==> src/hdl/icache_pkg.sv <==
package icache_pkg;

    // sizes
    localparam int CACHE_LINES = 16;
    localparam int MEM_WORDS   = 1024;
    localparam int MEM_LATENCY = 3;

    // width of the imem latency counter
    localparam int LAT_W = $clog2(MEM_LATENCY);

    // byte address, only bits 11:2 reach memory
    typedef logic [31:0] addr_t;

    typedef logic [31:0] word_t;

    // address bits 5:2
    typedef logic [3:0] index_t;

    // address bits 11:6
    typedef logic [5:0] tag_t;

    // address bits 11:2
    typedef logic [9:0] mem_addr_t;

    // saturating performance counter
    typedef logic [15:0] count_t;

    typedef enum logic [1:0] {
        IDLE,
        LOOKUP,
        REFILL
    } cache_state_t;

endpackage
==> src/hdl/fetch_unit.sv <==
`timescale 1ns/1ps

module fetch_unit (
    input  logic              clk,
    input  logic              rst,
    input  logic              fetch_en,
    input  logic              redirect,
    input  icache_pkg::addr_t redirect_pc,
    input  logic              resp_ready,
    input  icache_pkg::word_t resp_data,
    output logic              req_valid,
    output icache_pkg::addr_t req_addr,
    output logic              instr_valid,
    output icache_pkg::word_t instr,
    output icache_pkg::addr_t instr_pc
);
    import icache_pkg::*;

    addr_t pc;
    addr_t pc_next;
    logic discard;
    logic req_done;
    logic keep;

    assign req_done = req_valid && resp_ready;

    // a redirect in the response cycle also drops that response
    assign keep = req_done && !discard && !redirect;

    always_comb
    begin
        pc_next = pc;
        if (redirect)
            pc_next = redirect_pc;
        else if (keep)
            pc_next = req_addr + 32'd4;
    end

    always_ff @(posedge clk)
    begin
        if (rst)
        begin
            pc          <= '0;
            req_valid   <= 1'b0;
            discard     <= 1'b0;
            instr_valid <= 1'b0;
        end
        else
        begin
            pc          <= pc_next;
            instr_valid <= keep;

            if (!req_valid || req_done)
                req_valid <= fetch_en;

            if (req_done)
                discard <= 1'b0;
            else if (req_valid && redirect)
                discard <= 1'b1;
        end
    end

    always_ff @(posedge clk)
    begin
        if (!req_valid || req_done)
            req_addr <= pc_next;
        if (keep)
        begin
            instr    <= resp_data;
            instr_pc <= req_addr;
        end
    end

    a_req_stable: assert property (@(posedge clk) disable iff (rst)
        req_valid && !resp_ready |=> req_valid && $stable(req_addr));

endmodule

==> config.mk <==
export PLATFORM = sky130hd
export DESIGN_NAME = fetch_unit
export DESIGN_NICKNAME = d
export VERILOG_FILES = /design/src/hdl/icache_pkg.sv /design/src/hdl/fetch_unit.sv
export SDC_FILE = /design/constraint.sdc
export NUM_CORES = 1
export LEC_CHECK = 0
export BUFFER_PORTS_ARGS = -buffer_cell sky130_fd_sc_hd__buf_2
export CAP_MARGIN = 5
export CORE_UTILIZATION = 55
export CTS_CLUSTER_SIZE = 24
export DETAILED_ROUTE_END_ITERATION = 6
export GPL_TIMING_DRIVEN = 0
export PLACE_DENSITY = 0.84
export SETUP_SLACK_MARGIN = 0.05
export SYNTH_ARGS = -nofsm -noshare
export SYNTH_HDL_FRONTEND = slang
export SYNTH_SLANG_ARGS = --single-unit
==> constraint.sdc <==
create_clock -name clk -period 10.5 [get_ports clk]
set_clock_uncertainty 0.15 [all_clocks]
set_input_delay 2.1 -clock clk [delete_from_list [all_inputs] [get_ports clk]]
set_output_delay 2.1 -clock clk [all_outputs]
set_load 0.01 [all_outputs]
==> results.yml <==
clock_tree:
  clock_latency_ns: 0.51
  cts.root.buffer_cell: "sky130_fd_sc_hd__clkbuf_8"
  holdBufCountCts: 0
  post-cts-setup-buffers: 0
  cts_buffers: 17
  post_cts_resize_count: 0
  cts_htree_levels: 4
  clock_tree_from_tritoncts: "built"
  clock_path_buffers: 2
  cts.clk_slew.worst_paths_ns: 0.06
  cts.sinks: 131
pwr:
  p_leak_nw: 2.769
  power_density_over_cell_area_mw_per_mm2: 193.1
  share_clk_of_total_power: 0.458
  worst_ir_drop_vdd_mv: 0.1048
  switching_share: 0.2324
  seq_power_share: 0.464
  combPwrFrac: 0.078
  power_report.internal_total_w: 0.001024
  switching_power_of_the_nets_w: 0.0003099
final_layout:
  commonest_non_fill_non_tap_cell_in_the_layout: "sky130_fd_sc_hd__buf_2"
  antenna_cells_inserted: 0
  num-nets-final: 661
  finalInstanceArea_mm2: 0.006905
  syn2layout_area_growth_pct: 31.25
  most_frequent_cells_in_the_layout: "sky130_fd_sc_hd__buf_2 (170), sky130_fd_sc_hd__edfxtp_1 (96), sky130_fd_sc_hd__nand2_1 (50)"
  finalNonFillerCells: 733
  post_route_cells_drive_above_1_share: 0.3642
worst_setup_path:
  arrival_ns: 3.94
  required_worst_endpoint_ns: 10.78
  worst_path_largest_cell_delay_ns: 0.49
  worstPathMaxFanout: 10
  worst-setup-path-type: "input port to flop"
  r2r_setup_slack_ns: 8.02
  timing.critical_path.to_type: "flop"
  path_cells: "buf_2 > clkbuf_1 > buf_2 > clkbuf_1 > a21oi_1 > o221ai_1"
  timing.critical_path.slowest_stage_cell: "sky130_fd_sc_hd__clkbuf_1"
  worstSetupStartpointType: "input port"
sta:
  max_freq_mhz: 273.2
  finalCritPeriodShare: 0.3486
  final-max-slew-violation-count: 0
  hold_viol_final: 0
  period_minus_slack_ns: 3.661
  fin_hold_ws_ns: 0.3211
  slew_headroom: 0.3910
  rsz0062_at_grt: "false"
  setup_viol: 0
  post-route-worst-setup-slack_ns: 6.839
  timing_worst_slew_pin_value_ns: 0.9135
  total_negative_slack_ns: 0
synthesis:
  ys_seq_elements: 131
  synth_ff_type: "sky130_fd_sc_hd__edfxtp_1"
  synth_edf_count: 96
  netlist_area_mm2: 0.005261
  postSynthNetCount: 475
  synth_cell_type_count: 50
  postSynthAreaPerCell_um2: 12.99
  proportion_of_register_bits_with_asynchronous_set_or_reset_after_synthesis: 0
  yosys_warnings: 0
  seq_area_frac_synth: 0.6811
  postSynthCellCount: 405
routing:
  routed_wire_length_per_instance_um: 17.51
  route.antenna.remaining_nets: 0
  total_via_count_after_detailed_routing: 4118
  finalWirelength_um: 12830
  drtPass1Iterations: 5
  drt-vias-per-instance: 5.618
  drt_first_iter_violations: 317
  drc_errors: 0
grt:
  grt_pass1_wl_um: 19680
  first_global_vias: 3995
  grtUsageTotal: 0.2636
  antenna_found_initial: 0
  maximum_number_of_pins_on_one_net_before_global_route_repair: 52
  grt_remaining_overflow: 0
die:
  die_area_mm2: 0.009961
  initial_standard_cell_utilization_of_the_core: 0.5694
  design.portCount: 167
  rows: 35
  floorplan.die.height_um: 99.81
  chipWidth_um: 99.81
  core-area_mm2: 0.009240
placed_design:
  numPlacedInstances: 701
  numPortBuffers: 166
  placed_area_mm2: 0.006287
  dpl_worst_slack_ns: 6.408
  hpwlAfterDp_um: 8650
  place_congestion: 0.9292
outcome:
  status: "finished clean"
run:
  maxCapViolCount: 0
worst_hold_path:
  hp-class: "flop to flop"
## kinds of logic after synthesis
family          share of synthesized area
buf+inv                           0.01665
compound gates                    0.08062
fa+ha+maj                        0.002378
flops                              0.6811
mux                               0.01926
simple gates                       0.1717
xor+xnor                          0.02830
## worst max-delay path: cells and delay by family
| kind | cells | cell delay [ns] |
|---|---|---|
| AOI/OAI and AO/OA | 2 | 0.40 |
| buffers and inverters | 4 | 1.44 |
## synthesized netlist by cell type (5+ instances only)
cell type	number	area, um^2
sky130_fd_sc_hd__edfxtp_1	96	2883
sky130_fd_sc_hd__mux2i_1	9	90.09
sky130_fd_sc_hd__a211oi_1	5	37.54
sky130_fd_sc_hd__xnor2_1	13	113.9
sky130_fd_sc_hd__a21oi_1	24	120.1
sky130_fd_sc_hd__clkbuf_1	13	48.80
sky130_fd_sc_hd__nand3_1	14	70.07
sky130_fd_sc_hd__nand2_1	50	187.7
sky130_fd_sc_hd__o21ai_0	8	40.04
sky130_fd_sc_hd__dfxtp_1	35	700.7
sky130_fd_sc_hd__nand4_1	12	75.07
sky130_fd_sc_hd__o221ai_1	7	61.31
sky130_fd_sc_hd__and3_1	5	31.28
sky130_fd_sc_hd__and2_1	23	143.9
sky130_fd_sc_hd__nor2_1	23	86.33
## final cells by class
type | instances | area [um^2]
Multi-Input combinational cell | 252 | 1593
Inverter | 5 | 18.77
Timing Repair Buffer | 167 | 858.3
Buffer | 17 | 72.57
Sequential cell | 131 | 3583
Tap cell | 129 | 161.4
Clock inverter | 14 | 200.2
Clock buffer | 18 | 417.9
Fill cell | 618 | 2335
## power by group through the flow
stage / sequential [W] / combinational [W] / clock [W]
global placement: 0.000627 / 0.0000984 / 0
finish: 0.000618 / 0.000104 / 0.000611
detailed placement: 0.000628 / 0.000103 / 0
CTS: 0.000618 / 0.000104 / 0.000618
global route: 0.000622 / 0.000113 / 0.000639
floorplan: 0.000632 / 0.0000462 / 0
## path summary, 6_finish.rpt
check / startpoint / to / cells past startpoint
worst max-delay path: redirect / pc[29]$_SDFF_PP0_ / 6
worst min-delay path: req_addr[1]$_DFFE_PP_ / instr_pc[1]$_DFFE_PP_ / 0
worst max register to register: req_addr[2]$_DFFE_PP_ / pc[12]$_SDFF_PP0_ / 6
worst min register to register: req_addr[1]$_DFFE_PP_ / instr_pc[1]$_DFFE_PP_ / 0
## sequential cells by signal, indices dropped and copies added, names as in the netlist
signal,flops
instr,32
instr_pc,32
pc,32
req_addr,32
discard,1
instr_valid,1
req_valid,1
## per-stage QoR
step | total power [W] | utilization
floorplan | 0.0006784 | -
global placement | 0.0007255 | 0.6768
detailed placement | 0.0007308 | 0.6804
CTS | 0.001339 | 0.7473
global route | 0.001374 | 0.7473
finish | 0.001333 | 0.7473
## metal layers
layer | wire length (um) | part of all wire | up-vias | global-route usage
met2 | 6327 | 0.49 | 259 | 0.4355
li1 | - | - | 1883 | -
met3 | 1237 | 0.096 | 26 | 0.07382
met4 | 293 | 0.023 | 0 | 0.1278
met5 | 0 | 0 | - | 0
met1 | 4974 | 0.39 | 1950 | 0.3201
(Power assumes the default switching activity.)
