## src/hdl/icache_pkg.sv

```systemverilog
package icache_pkg;

    // sizes
    localparam int CACHE_LINES = 16;
    localparam int MEM_WORDS   = 1024;
    localparam int MEM_LATENCY = 3;

    // width of the imem latency counter
    localparam int LAT_W = $clog2(MEM_LATENCY);

    // byte address, only bits 11:2 reach memory
    typedef logic [31:0] addr_t;

    typedef logic [31:0] word_t;

    // address bits 5:2
    typedef logic [3:0] index_t;

    // address bits 11:6
    typedef logic [5:0] tag_t;

    // address bits 11:2
    typedef logic [9:0] mem_addr_t;

    // saturating performance counter
    typedef logic [15:0] count_t;

    typedef enum logic [1:0] {
        IDLE,
        LOOKUP,
        REFILL
    } cache_state_t;

endpackage
```

## src/hdl/icache.sv

```systemverilog
`timescale 1ns/1ps

module icache (
    input  logic                  clk,
    input  logic                  rst,
    input  logic                  flush,
    input  logic                  req_valid,
    input  icache_pkg::addr_t     req_addr,
    input  logic                  mem_ready,
    input  icache_pkg::word_t     mem_data,
    output logic                  resp_ready,
    output icache_pkg::word_t     resp_data,
    output logic                  mem_valid,
    output icache_pkg::mem_addr_t mem_addr,
    output icache_pkg::count_t    hit_count,
    output icache_pkg::count_t    miss_count
);
    import icache_pkg::*;

    cache_state_t state;
    cache_state_t state_next;

    addr_t req_addr_q;
    index_t idx;
    tag_t tag;
    logic hit;

    logic [CACHE_LINES-1:0] valid;
    tag_t tags [CACHE_LINES];
    word_t data [CACHE_LINES];

    logic flush_pending;
    logic flush_now;
    logic refilled;
    logic line_write;

    assign idx = req_addr_q[5:2];
    assign tag = req_addr_q[11:6];
    assign hit = valid[idx] && (tags[idx] == tag);

    assign resp_ready = (state == LOOKUP) && hit;
    assign resp_data  = data[idx];
    assign mem_valid  = (state == REFILL);
    assign mem_addr   = req_addr_q[11:2];

    assign line_write = (state == REFILL) && mem_ready;

    // flush waits for the end of a request unless idle
    assign flush_now = (flush || flush_pending) && ((state == IDLE) || resp_ready);

    always_comb
    begin
        state_next = state;
        case (state)
            IDLE:
            begin
                if (req_valid)
                    state_next = LOOKUP;
            end
            LOOKUP:
            begin
                state_next = hit ? IDLE : REFILL;
            end
            REFILL:
            begin
                if (mem_ready)
                    state_next = LOOKUP;
            end
            default:
            begin
                state_next = IDLE;
            end
        endcase
    end

    always_ff @(posedge clk)
    begin
        if (rst)
        begin
            state         <= IDLE;
            valid         <= '0;
            flush_pending <= 1'b0;
            refilled      <= 1'b0;
        end
        else
        begin
            state <= state_next;

            if (flush_now)
            begin
                valid         <= '0;
                flush_pending <= 1'b0;
            end
            else
            begin
                if (flush)
                    flush_pending <= 1'b1;
                if (line_write)
                    valid[idx] <= 1'b1;
            end

            // second lookup after a refill is not counted again
            if (line_write)
                refilled <= 1'b1;
            else if (state == IDLE)
                refilled <= 1'b0;
        end
    end

    always_ff @(posedge clk)
    begin
        if (rst)
        begin
            hit_count  <= '0;
            miss_count <= '0;
        end
        else if (state == LOOKUP && !refilled)
        begin
            if (hit)
            begin
                if (hit_count != '1)
                    hit_count <= hit_count + 1'b1;
            end
            else if (miss_count != '1)
            begin
                miss_count <= miss_count + 1'b1;
            end
        end
    end

    // request address and line storage
    always_ff @(posedge clk)
    begin
        if (state == IDLE && req_valid)
            req_addr_q <= req_addr;
        if (line_write)
        begin
            tags[idx] <= tag;
            data[idx] <= mem_data;
        end
    end

    // response only while the fetch unit still holds its request
    a_resp_in_lookup: assert property (@(posedge clk) disable iff (rst)
        resp_ready |-> (state == LOOKUP) && req_valid);

    // request kept unchanged while its line is refilled
    a_req_held_in_refill: assert property (@(posedge clk) disable iff (rst)
        mem_valid |-> req_valid && (req_addr == req_addr_q));

    a_mem_ready_in_refill: assert property (@(posedge clk) disable iff (rst)
        mem_ready |-> (state == REFILL));

endmodule

```

## config.mk

```make
export PLATFORM = sky130hd
export DESIGN_NAME = icache
export DESIGN_NICKNAME = d
export VERILOG_FILES = /design/src/hdl/icache_pkg.sv /design/src/hdl/icache.sv
export SDC_FILE = /design/constraint.sdc
export NUM_CORES = 1
export LEC_CHECK = 0
export ABC_AREA = 0
export BUFFER_PORTS_ARGS = -buffer_cell sky130_fd_sc_hd__buf_2
export CAP_MARGIN = 20
export CORE_ASPECT_RATIO = 1.25
export CORE_MARGIN = 2
export CORE_UTILIZATION = 30
export DETAILED_ROUTE_END_ITERATION = 6
export MAX_ROUTING_LAYER = met4
export PLACE_DENSITY = 0.55
export SLEW_MARGIN = 5
export SYNTH_ARGS = -nofsm -noshare
export SYNTH_HDL_FRONTEND = slang
export SYNTH_SLANG_ARGS = --single-unit
```

## constraint.sdc

```tcl
create_clock -name clk -period 4.7 [get_ports clk]
set_clock_uncertainty 0.2 [all_clocks]
set_input_delay 0.235 -clock clk [delete_from_list [all_inputs] [get_ports clk]]
set_output_delay 0.235 -clock clk [all_outputs]
set_load 0.005 [all_outputs]
```

==> results.yml, run 1 <==
placed_design:
  place_ws_ps: 850.5
  portBuffers: 122
  gp_congestion: 0.7690
  dpl.hpwl_um: 32370
cells_and_area:
  seq_area_um2: 19690
  multi_input_area_um2: 6075
  layout-drive-gt1-share_pct: 32.88
  final_nets: 1476
  syn2layout_area_growth_pct: 18.72
  fillers: 7840
  final_core_util_pct: 35.98
critical_path:
  max_stage_delay_ps: 790
  cp_common_cell: "mux2i_1"
  crit_type: "register to output pin"
  critPathMaxFanout: 30
  arrival_ps: 3730
  rrSetupSlack_ps: 970
  cp-start-kind: "register"
  crit_buf_inv: 1
  cp_top_family: "simple AND/OR/NAND/NOR gates"
  cpMaxStageDelayCell: "dfxtp_4"
  crit_chain: "mux4_2 > mux2i_1 > mux2i_1 > xor2_1 > nor3_2 > nand2_1 > nor2_1 > buf_2"
  worstPathRequired_ps: 4260
  endpoint_kind: "output pin"
yosys:
  synthFlopType: "edfxtp_1"
  async_reset_ff_share_pct: 0
  syn_area_per_cell_um2: 21.94
  synth_area_um2: 25980
  ys_seq_area_share_pct: 75.74
  synth_nets: 1255
  yosys_warnings: 0
  postSynthCellCount: 1184
  synth_edf_count: 618
  ys_ff_latch: 674
  synth.distinct_cells: 57
die:
  dieHeight_um: 333.0
  ios: 145
  core_area_um2: 85730
  row_count: 120
  dieArea_um2: 88990
  die_width_um: 267.2
  initial_core_util_pct: 30.31
cts:
  htreeDepth: 3
  cts_made_buffers: 70
  clock_sinks: 674
  cts-root-buf: "clkbuf_16"
  clk_pin_slew_ps: 60
  insertion_delay_ps: 600
  max-clock-path-buffers: 3
  ctsResizeCount: 0
  tritoncts: "built"
detailed_routing:
  wire_per_inst_um: 23.17
  drc: 0
  dr.pass1.iters: 6
  drt-total-wl_um: 60780
  vias_per_cell: 4.786
  drtIter0Drc: 1323
  ant_nets: 0
  vias: 12553
timing:
  tns_ps: 0
  fmax_ghz: 0.2399
  slew_headroom_pct: 25.00
  maxSlewViolCount: 0
  rsz0062_at_grt: "no"
  hold_violations: 0
  setup_ws_ps: 532.2
  tightestPinTransition_ps: 1122
  final-setup-viol-count: 0
  layout_min_cycle_time_ps: 4168
  fin_crit_sh_pct: 88.68
global_route:
  grt_usage_pct: 14.14
  grt_pass1_wl_um: 88400
  grt_max_degree: 73
  overflow: 0
  grt_pass1_vias: 13058
  grt_antenna_before_repair: 7
job:
  drv_cap: 0
hold_path:
  hold_class: "input pin to register"
power_and_ir_drop:
  vdd_drop_max_mv: 0.2140
  total_power_mw: 12.89
  p_leak_nw: 9.893
  power_density_nw_per_um2: 418.0
outcome:
  run_status: "completed"
[flip-flops by register name, indices dropped and copies added, names as in the netlist, 2 cells and up, named ones only]
signal,flops
miss_count,16
data,512
req_addr_q,10
valid,16
hit_count,16
tags,96
state,2
[cell usage after synthesis, drive strengths merged, types with 6 or more instances]
| master | instances | area share (%) |
|---|---|---|
| a21oi | 7 | 0.15 |
| and2 | 6 | 0.14 |
| and3 | 8 | 0.19 |
| buf | 27 | 0.69 |
| clkbuf | 27 | 0.51 |
| dfxtp | 56 | 4.3 |
| edfxtp | 618 | 71 |
| inv | 6 | 0.087 |
| mux2 | 15 | 0.65 |
| mux2i | 23 | 0.89 |
| mux4 | 187 | 16 |
| nand2 | 16 | 0.23 |
| nand3 | 13 | 0.25 |
| nand4 | 14 | 0.39 |
| nor2 | 75 | 1.1 |
| nor2b | 11 | 0.26 |
| nor3 | 14 | 0.29 |
| xor2 | 14 | 0.47 |
[area by class of cell]
type / instances / area share, %
inverter: 7 / 0.08518
multi-input combinational: 449 / 19.69
antenna: 7 / 0.05679
clock inverter: 36 / 1.006
sequential: 674 / 63.85
tap: 1159 / 4.701
clock buffer: 88 / 6.101
timing repair buffer: 203 / 4.511
[where the power goes]
group	internal [mW]	switching, mW	leakage, nW
Combinational	0.456	0.431	2.81
Sequential	6.57	0.0895	6.01
Clock	3.07	2.28	1.07
[layer usage]
metal  track usage [%]  vias up  part of all wire (%)
met1             17.56     6724                    41
li1                  -     5398                     -
met3             2.392      101                   5.0
met5                 -        -                     0
met2             23.71      330                    52
met4             4.172        0                   2.1
[through the flow]
| step | instance area (um2) | hold WS [ps] | instances |
|---|---|---|---|
| detailed placement | 28150 | 213.1 | 2445 |
| floorplan | 25980 | 133.9 | 1184 |
| global route | 30850 | 144.4 | 2623 |
| global placement | 28150 | 215.4 | 2445 |
| finish | 30850 | 154.4 | 2623 |
| CTS | 30800 | 108.2 | 2615 |
[final timing paths]
path              depth (start not counted)          from             end
hold reg to reg                           2     valid[11]       valid[11]
setup reg to reg                          8      register   hit_count[14]
setup / recovery                          8      register      resp_ready
hold / removal                            2  req_addr[10]  req_addr_q[10]
[logic make-up (layout without fill, tap and decap cells)]
| family | count (synthesis) | count (layout) | synth area share [%] |
|---|---|---|---|
| DFF | 674 | 674 | 75.74 |
| xor gates and xnor gates | 17 | 17 | 0.5731 |
| adders and majority gates | 2 | 2 | 0.09630 |
| and+or+nand+nor | 176 | 176 | 3.458 |
| buffers and inverters | 61 | 334 | 1.300 |
| muxes | 225 | 225 | 17.89 |
| AOI/OAI and AO/OA | 29 | 29 | 0.9391 |
| other | 0 | 7 | 0 |
[timing repair]
item | 4_1_cts | 5_1_grt
hold buffers | 46 | 0
endpoints found under the hold margin | 540 | 0
setup buffers | 0 | 0
[cells in the final DEF, fill, tap and decap left out, types with 7 or more instances in the layout]
cell and instances:
clkinv_2 9, buf_2 122, mux4_1 10, clkbuf_16 72
dlygate4sd3_1 46, nor2b_1 11, nand2_1 16, and3_1 8
edfxtp_1 618, xor2_1 14, mux2i_1 23, nand4_1 13
dfxtp_1 52, nor3_1 9, clkinv_1 13, diode_2 7
nor2_1 63, mux4_2 177, mux2_2 14, nand3_1 13
buf_4 31, clkbuf_1 14, nor2_4 12
Power figures use the tool's default switching activity.
==> inputs of run 2 (changes only) <==
--- a/config.mk
+++ b/config.mk
@@ -8,12 +8,14 @@
 export ABC_AREA = 0
 export BUFFER_PORTS_ARGS = -buffer_cell sky130_fd_sc_hd__buf_2
 export CAP_MARGIN = 20
+export CELL_PAD_IN_SITES_DETAIL_PLACEMENT = 1
+export CELL_PAD_IN_SITES_GLOBAL_PLACEMENT = 2
 export CORE_ASPECT_RATIO = 1.25
 export CORE_MARGIN = 2
 export CORE_UTILIZATION = 30
 export DETAILED_ROUTE_END_ITERATION = 6
 export MAX_ROUTING_LAYER = met4
-export PLACE_DENSITY = 0.55
+export PLACE_DENSITY = 0.64
 export SLEW_MARGIN = 5
 export SYNTH_ARGS = -nofsm -noshare
 export SYNTH_HDL_FRONTEND = slang
==> results.yml, run 2 (synthesis results as in run 1) <==
detailed_routing:
  ant_nets: 0
  drc: 0
  wire_per_inst_um: 23.89
  drt-total-wl_um: 62610
  dr.pass1.iters: 4
  drtIter0Drc: 939
  vias: 12575
  vias_per_cell: 4.798
die:
  ios: 145
  dieHeight_um: 333.0
  initial_core_util_pct: 30.31
  dieArea_um2: 88990
  die_width_um: 267.2
  row_count: 120
  core_area_um2: 85730
power_and_ir_drop:
  vdd_drop_max_mv: 0.2938
  p_comb_share_pct: 7.0
  p_switching_mw: 2.843
  total_power_mw: 13.00
  switching_share_pct: 21.87
  p_seq_share_pct: 51.1
  power_density_nw_per_um2: 420.3
  p_clk_share_pct: 41.9
  p_leak_nw: 9.926
  internal-power_mw: 10.16
cts:
  clk_pin_slew_ps: 60
  max-clock-path-buffers: 3
  cts-root-buf: "clkbuf_16"
  tritoncts: "built"
  insertion_delay_ps: 610
  cts_made_buffers: 73
  htreeDepth: 3
  clock_sinks: 674
cells_and_area:
  regMostFlops: "data"
  reg.largest.list: "data x512, tags x96"
  final_core_util_pct: 36.08
  most-common-layout-cells: "618 x edfxtp_1, 177 x mux4_2, 122 x buf_2"
  layout-drive-gt1-share_pct: 32.58
  final_cell_count_no_fill: 2621
  layout_commonest_cell: "edfxtp_1"
  largest_register_ffs: 512
  syn2layout_area_growth_pct: 19.05
  final_nets: 1479
critical_path:
  crit_type: "register to output pin"
  max_stage_delay_ps: 700
  crit_chain: "mux4_2 > mux2i_1 > mux2i_1 > xor2_1 > nor3_2 > nand2_1 > nor2_1 > buf_2"
  cp-start-kind: "register"
  cpMaxStageDelayCell: "dfxtp_4"
  worstPathRequired_ps: 4260
  critPathMaxFanout: 27
  reg2reg_depth: 7
  cp-endpoint: "resp_ready"
  r2r_end: "miss_count[15]"
  rrSetupSlack_ps: 1010
  cp_common_cell: "mux2i_1"
  arrival_ps: 3700
  cp_top_family: "simple AND/OR/NAND/NOR gates"
  endpoint_kind: "output pin"
  reg2reg_from: "req_addr_q[2]"
  cp.depth: 8
  crit_buf_inv: 1
placed_design:
  place_ws_ps: 955.4
  portBuffers: 122
  placed_cells: 2445
  gp_congestion: 0.7493
  dpl.hpwl_um: 33090
timing:
  hold_violations: 0
  slew_headroom_pct: 33.68
  maxSlewViolCount: 0
  fin_crit_sh_pct: 87.88
  rsz0062_at_grt: "no"
  tns_ps: 0
  final-setup-viol-count: 0
  setup_ws_ps: 569.6
  layout_min_cycle_time_ps: 4130
  fmax_ghz: 0.2421
  tightestPinTransition_ps: 992.5
global_route:
  grt_max_degree: 105
  grt_pass1_wl_um: 91880
  grt_antenna_before_repair: 4
  use_met2_pct: 23.22
  grt_pass1_vias: 13432
  grt_usage_pct: 14.65
  overflow: 0
  grtUsageMet3_pct: 3.286
  top_usage_layer: "met2"
  use_met1_pct: 19.00
outcome:
  run_status: "completed"
job:
  drv_cap: 0
hold_path:
  hold_class: "input pin to register"
## run 2: per-stage QoR
step	area [um2]	hold slack [ps]
after floorplan	25980	133.9
after global placement	28220	215.4
after detailed placement	28220	214.8
after CTS	30920	91.71
after global routing	30930	113.4
final	30930	132.9
## run 2: power groups by stage
stage	sequential (mW)	clock, mW	combinational (mW)
floorplan	6.72	0	0.609
global placement	6.77	0	0.894
detailed placement	6.77	0	0.907
CTS	6.64	5.61	0.944
global route	6.65	5.83	0.990
finish	6.64	5.45	0.911
## run 2: worst reg2reg max path: stages, from the launching register on
cell and delay (ps):
edfxtp_1 740, mux4_1 660, mux4_1 600, o2111ai_4 120
nor3_2 120, a211oi_4 470, nor4b_2 290, mux2_2 360
## run 2: per-layer routing
metal | vias up | share of wire (%)
met5 | - | 0
li1 | 5403 | -
met4 | 0 | 2.0
met1 | 6792 | 43
met2 | 285 | 49
met3 | 95 | 5.4
## run 2: timing repair
| item | in CTS | in global routing |
|---|---|---|
| setup endpoints to repair | 0 | 0 |
| hold buffers | 47 | 0 |
| setup buffers | 0 | 0 |
| gates resized for setup | 0 | 0 |
| hold endpoints to repair | 539 | 0 |
## run 2: worst min path at each step
stage | cells past startpoint | endpoint | slack, ps | from
final | 2 | req_addr_q[8] | 130 | req_addr[8]
after global routing | 2 | req_addr_q[6] | 110 | req_addr[6]
after CTS | 2 | req_addr_q[10] | 90 | req_addr[10]
after detailed placement | 1 | req_addr_q[9] | 210 | req_addr[9]
after global placement | 1 | req_addr_q[6] | 220 | req_addr[6]
after floorplan | 0 | data[0][0] | 130 | mem_data[0]
## run 2: layout make-up
class                   instances  area, um2
diodes                          4      10.01
clock buffers                  96       1934
clock inverters                29      295.3
fillers                      8362      54800
inverters                       7      26.28
multi-input cells             449       6075
flip-flops and latches        674      19690
well taps                    1159       1450
repair buffers                203       1449
==> inputs of run 3 (changes only) <==
--- a/config.mk
+++ b/config.mk
@@ -16,6 +16,7 @@
 export DETAILED_ROUTE_END_ITERATION = 6
 export MAX_ROUTING_LAYER = met4
 export PLACE_DENSITY = 0.64
+export SKIP_CTS_REPAIR_TIMING = 1
 export SLEW_MARGIN = 5
 export SYNTH_ARGS = -nofsm -noshare
 export SYNTH_HDL_FRONTEND = slang
==> constraint.sdc (replaced) <==
create_clock -name clk -period 4.7 [get_ports clk]
set_clock_uncertainty 0.2 [all_clocks]
set_input_delay 0.235 -clock clk [delete_from_list [all_inputs] [get_ports clk]]
set_output_delay 0.235 -clock clk [all_outputs]
set_load 0.05 [all_outputs]
==> results.yml, run 3 (synthesis results as in run 1) <==
critical_path:
  rrSetupSlack_ps: 920
  r2r_end: "hit_count[14]"
  arrival_ps: 3970
  reg2reg_depth: 9
  max_stage_delay_ps: 640
  crit_type: "register to output pin"
  crit_buf_inv: 3
  cp_top_family: "buffers and inverters"
  cpMaxStageDelayCell: "dfxtp_4"
  worstPathRequired_ps: 4260
  cp-start-kind: "register"
  critPathMaxFanout: 36
  crit_chain: "buf_6 > mux4_2 > xnor2_1 > or3_1 > a21oi_2 > buf_4 > nand2_1 > nor2_1 > buf_2"
  endpoint_kind: "output pin"
power_and_ir_drop:
  p_seq_share_pct: 49.0
  power_density_nw_per_um2: 436.2
  p_switching_mw: 3.119
  p_clk_share_pct: 42.6
  internal-power_mw: 10.45
  p_comb_share_pct: 8.4
  switching_share_pct: 22.98
  p_leak_nw: 10.00
  vdd_drop_max_mv: 0.3296
cts:
  cts_made_buffers: 72
  htreeDepth: 3
  clk_pin_slew_ps: 60
  max-clock-path-buffers: 3
  cts-root-buf: "clkbuf_16"
  insertion_delay_ps: 620
  tritoncts: "built"
  clock_sinks: 674
timing:
  fin_crit_sh_pct: 93.66
  hold_violations: 0
  final-setup-viol-count: 0
  slew_headroom_pct: 35.06
  setup_ws_ps: 298.1
  fmax_ghz: 0.2272
  tns_ps: 0
  rsz0062_at_grt: "no"
  tightestPinTransition_ps: 971.8
  maxSlewViolCount: 0
  layout_min_cycle_time_ps: 4402
detailed_routing:
  vias: 12618
  dr.pass1.iters: 5
  drtIter0Drc: 1038
  ant_nets: 0
  drc: 0
  vias_per_cell: 4.805
  drt-total-wl_um: 63200
  wire_per_inst_um: 24.07
die:
  initial_core_util_pct: 30.31
  dieArea_um2: 88990
  die_width_um: 267.2
  core_area_um2: 85730
  row_count: 120
  dieHeight_um: 333.0
  ios: 145
placed_design:
  place_area_um2: 28230
  place_ws_ps: 735.7
  gp_congestion: 0.7239
  dpl.hpwl_um: 33890
  portBuffers: 122
cells_and_area:
  regMostFlops: "data"
  fillers: 8372
  final_cell_area_um2: 31110
  largest_register_ffs: 512
  layout-drive-gt1-share_pct: 32.81
  syn2layout_area_growth_pct: 19.75
  seq_area_um2: 19690
  layout_commonest_cell: "edfxtp_1"
  most-common-layout-cells: "618 x edfxtp_1, 177 x mux4_2, 122 x buf_2"
  final_nets: 1475
  multi_input_area_um2: 6100
  reg.largest.list: "data x512, tags x96"
outcome:
  run_status: "completed"
global_route:
  overflow: 0
  grt_pass1_vias: 13350
  grt_usage_pct: 14.68
  use_met1_pct: 18.69
  use_met2_pct: 24.14
  grtUsageMet3_pct: 2.769
  grt_antenna_before_repair: 4
  grt_max_degree: 61
  grt_pass1_wl_um: 92230
  top_usage_layer: "met2"
hold_path:
  hold_class: "input pin to register"
  holdPathEnd: "hit_count[5]"
  min_delay_path_depth: 2
  min_from: "rst"
job:
  drv_cap: 0
## run 3: cell types whose count changed in the layout (fill, tap and decap cells not counted), moves of 2 or more
cell,before,now
buf_4,25,21
bufinv_16,4,10
nor3_2,5,1
clkinv_8,3,0
clkinv_1,9,19
clkinvlp_4,0,2
clkbuf_1,22,13
nor3_4,0,4
## run 3: stage by stage
stage / total power, mW / hold slack, ps / std cells / utilization (%)
final: 13.57 / 20.15 / 2626 / 36.29
after detailed placement: 7.909 / 215.2 / 2442 / 32.92
after CTS: 13.73 / -456.6 / 2575 / 35.71
after global routing: 14.04 / 45.87 / 2626 / 36.29
after floorplan: 7.567 / 133.9 / 1184 / -
after global placement: 7.893 / 216.6 / 2442 / 32.92
## run 3: worst max-delay path by stage
stage,end,from,cells past startpoint
global placement,hit_count[14],register,9
finish,resp_ready,register,9
detailed placement,resp_ready,register,9
floorplan,data[3][0],state[1],4
global route,resp_ready,register,9
CTS,resp_ready,register,9
## run 3: layout make-up
cell class                 count  share of cell area (%)
sequential                   674                   63.30
tap                         1159                   4.661
multi-input combinational    449                   19.61
clock buffer                  86                   6.028
clock inverter                47                   1.661
timing repair buffer         200                   4.629
antenna                        4                 0.03217
inverter                       7                 0.08445
## run 3: layer usage
layer | vias to the layer above | routed length [um] | share of wire [%]
li1 | 5409 | - | -
met1 | 6859 | 27310 | 43
met2 | 268 | 32170 | 51
met3 | 82 | 2589 | 4.1
met4 | 0 | 1128 | 1.8
met5 | - | 0 | 0
## run 3: power by group through the flow
| stage | logic [mW] | clock network, mW | registers, mW |
|---|---|---|---|
| finish | 1.14 | 5.78 | 6.66 |
| global route | 1.21 | 6.16 | 6.66 |
| CTS | 1.12 | 5.94 | 6.67 |
| detailed placement | 1.11 | 0 | 6.80 |
| global placement | 1.10 | 0 | 6.79 |
| floorplan | 0.823 | 0 | 6.74 |
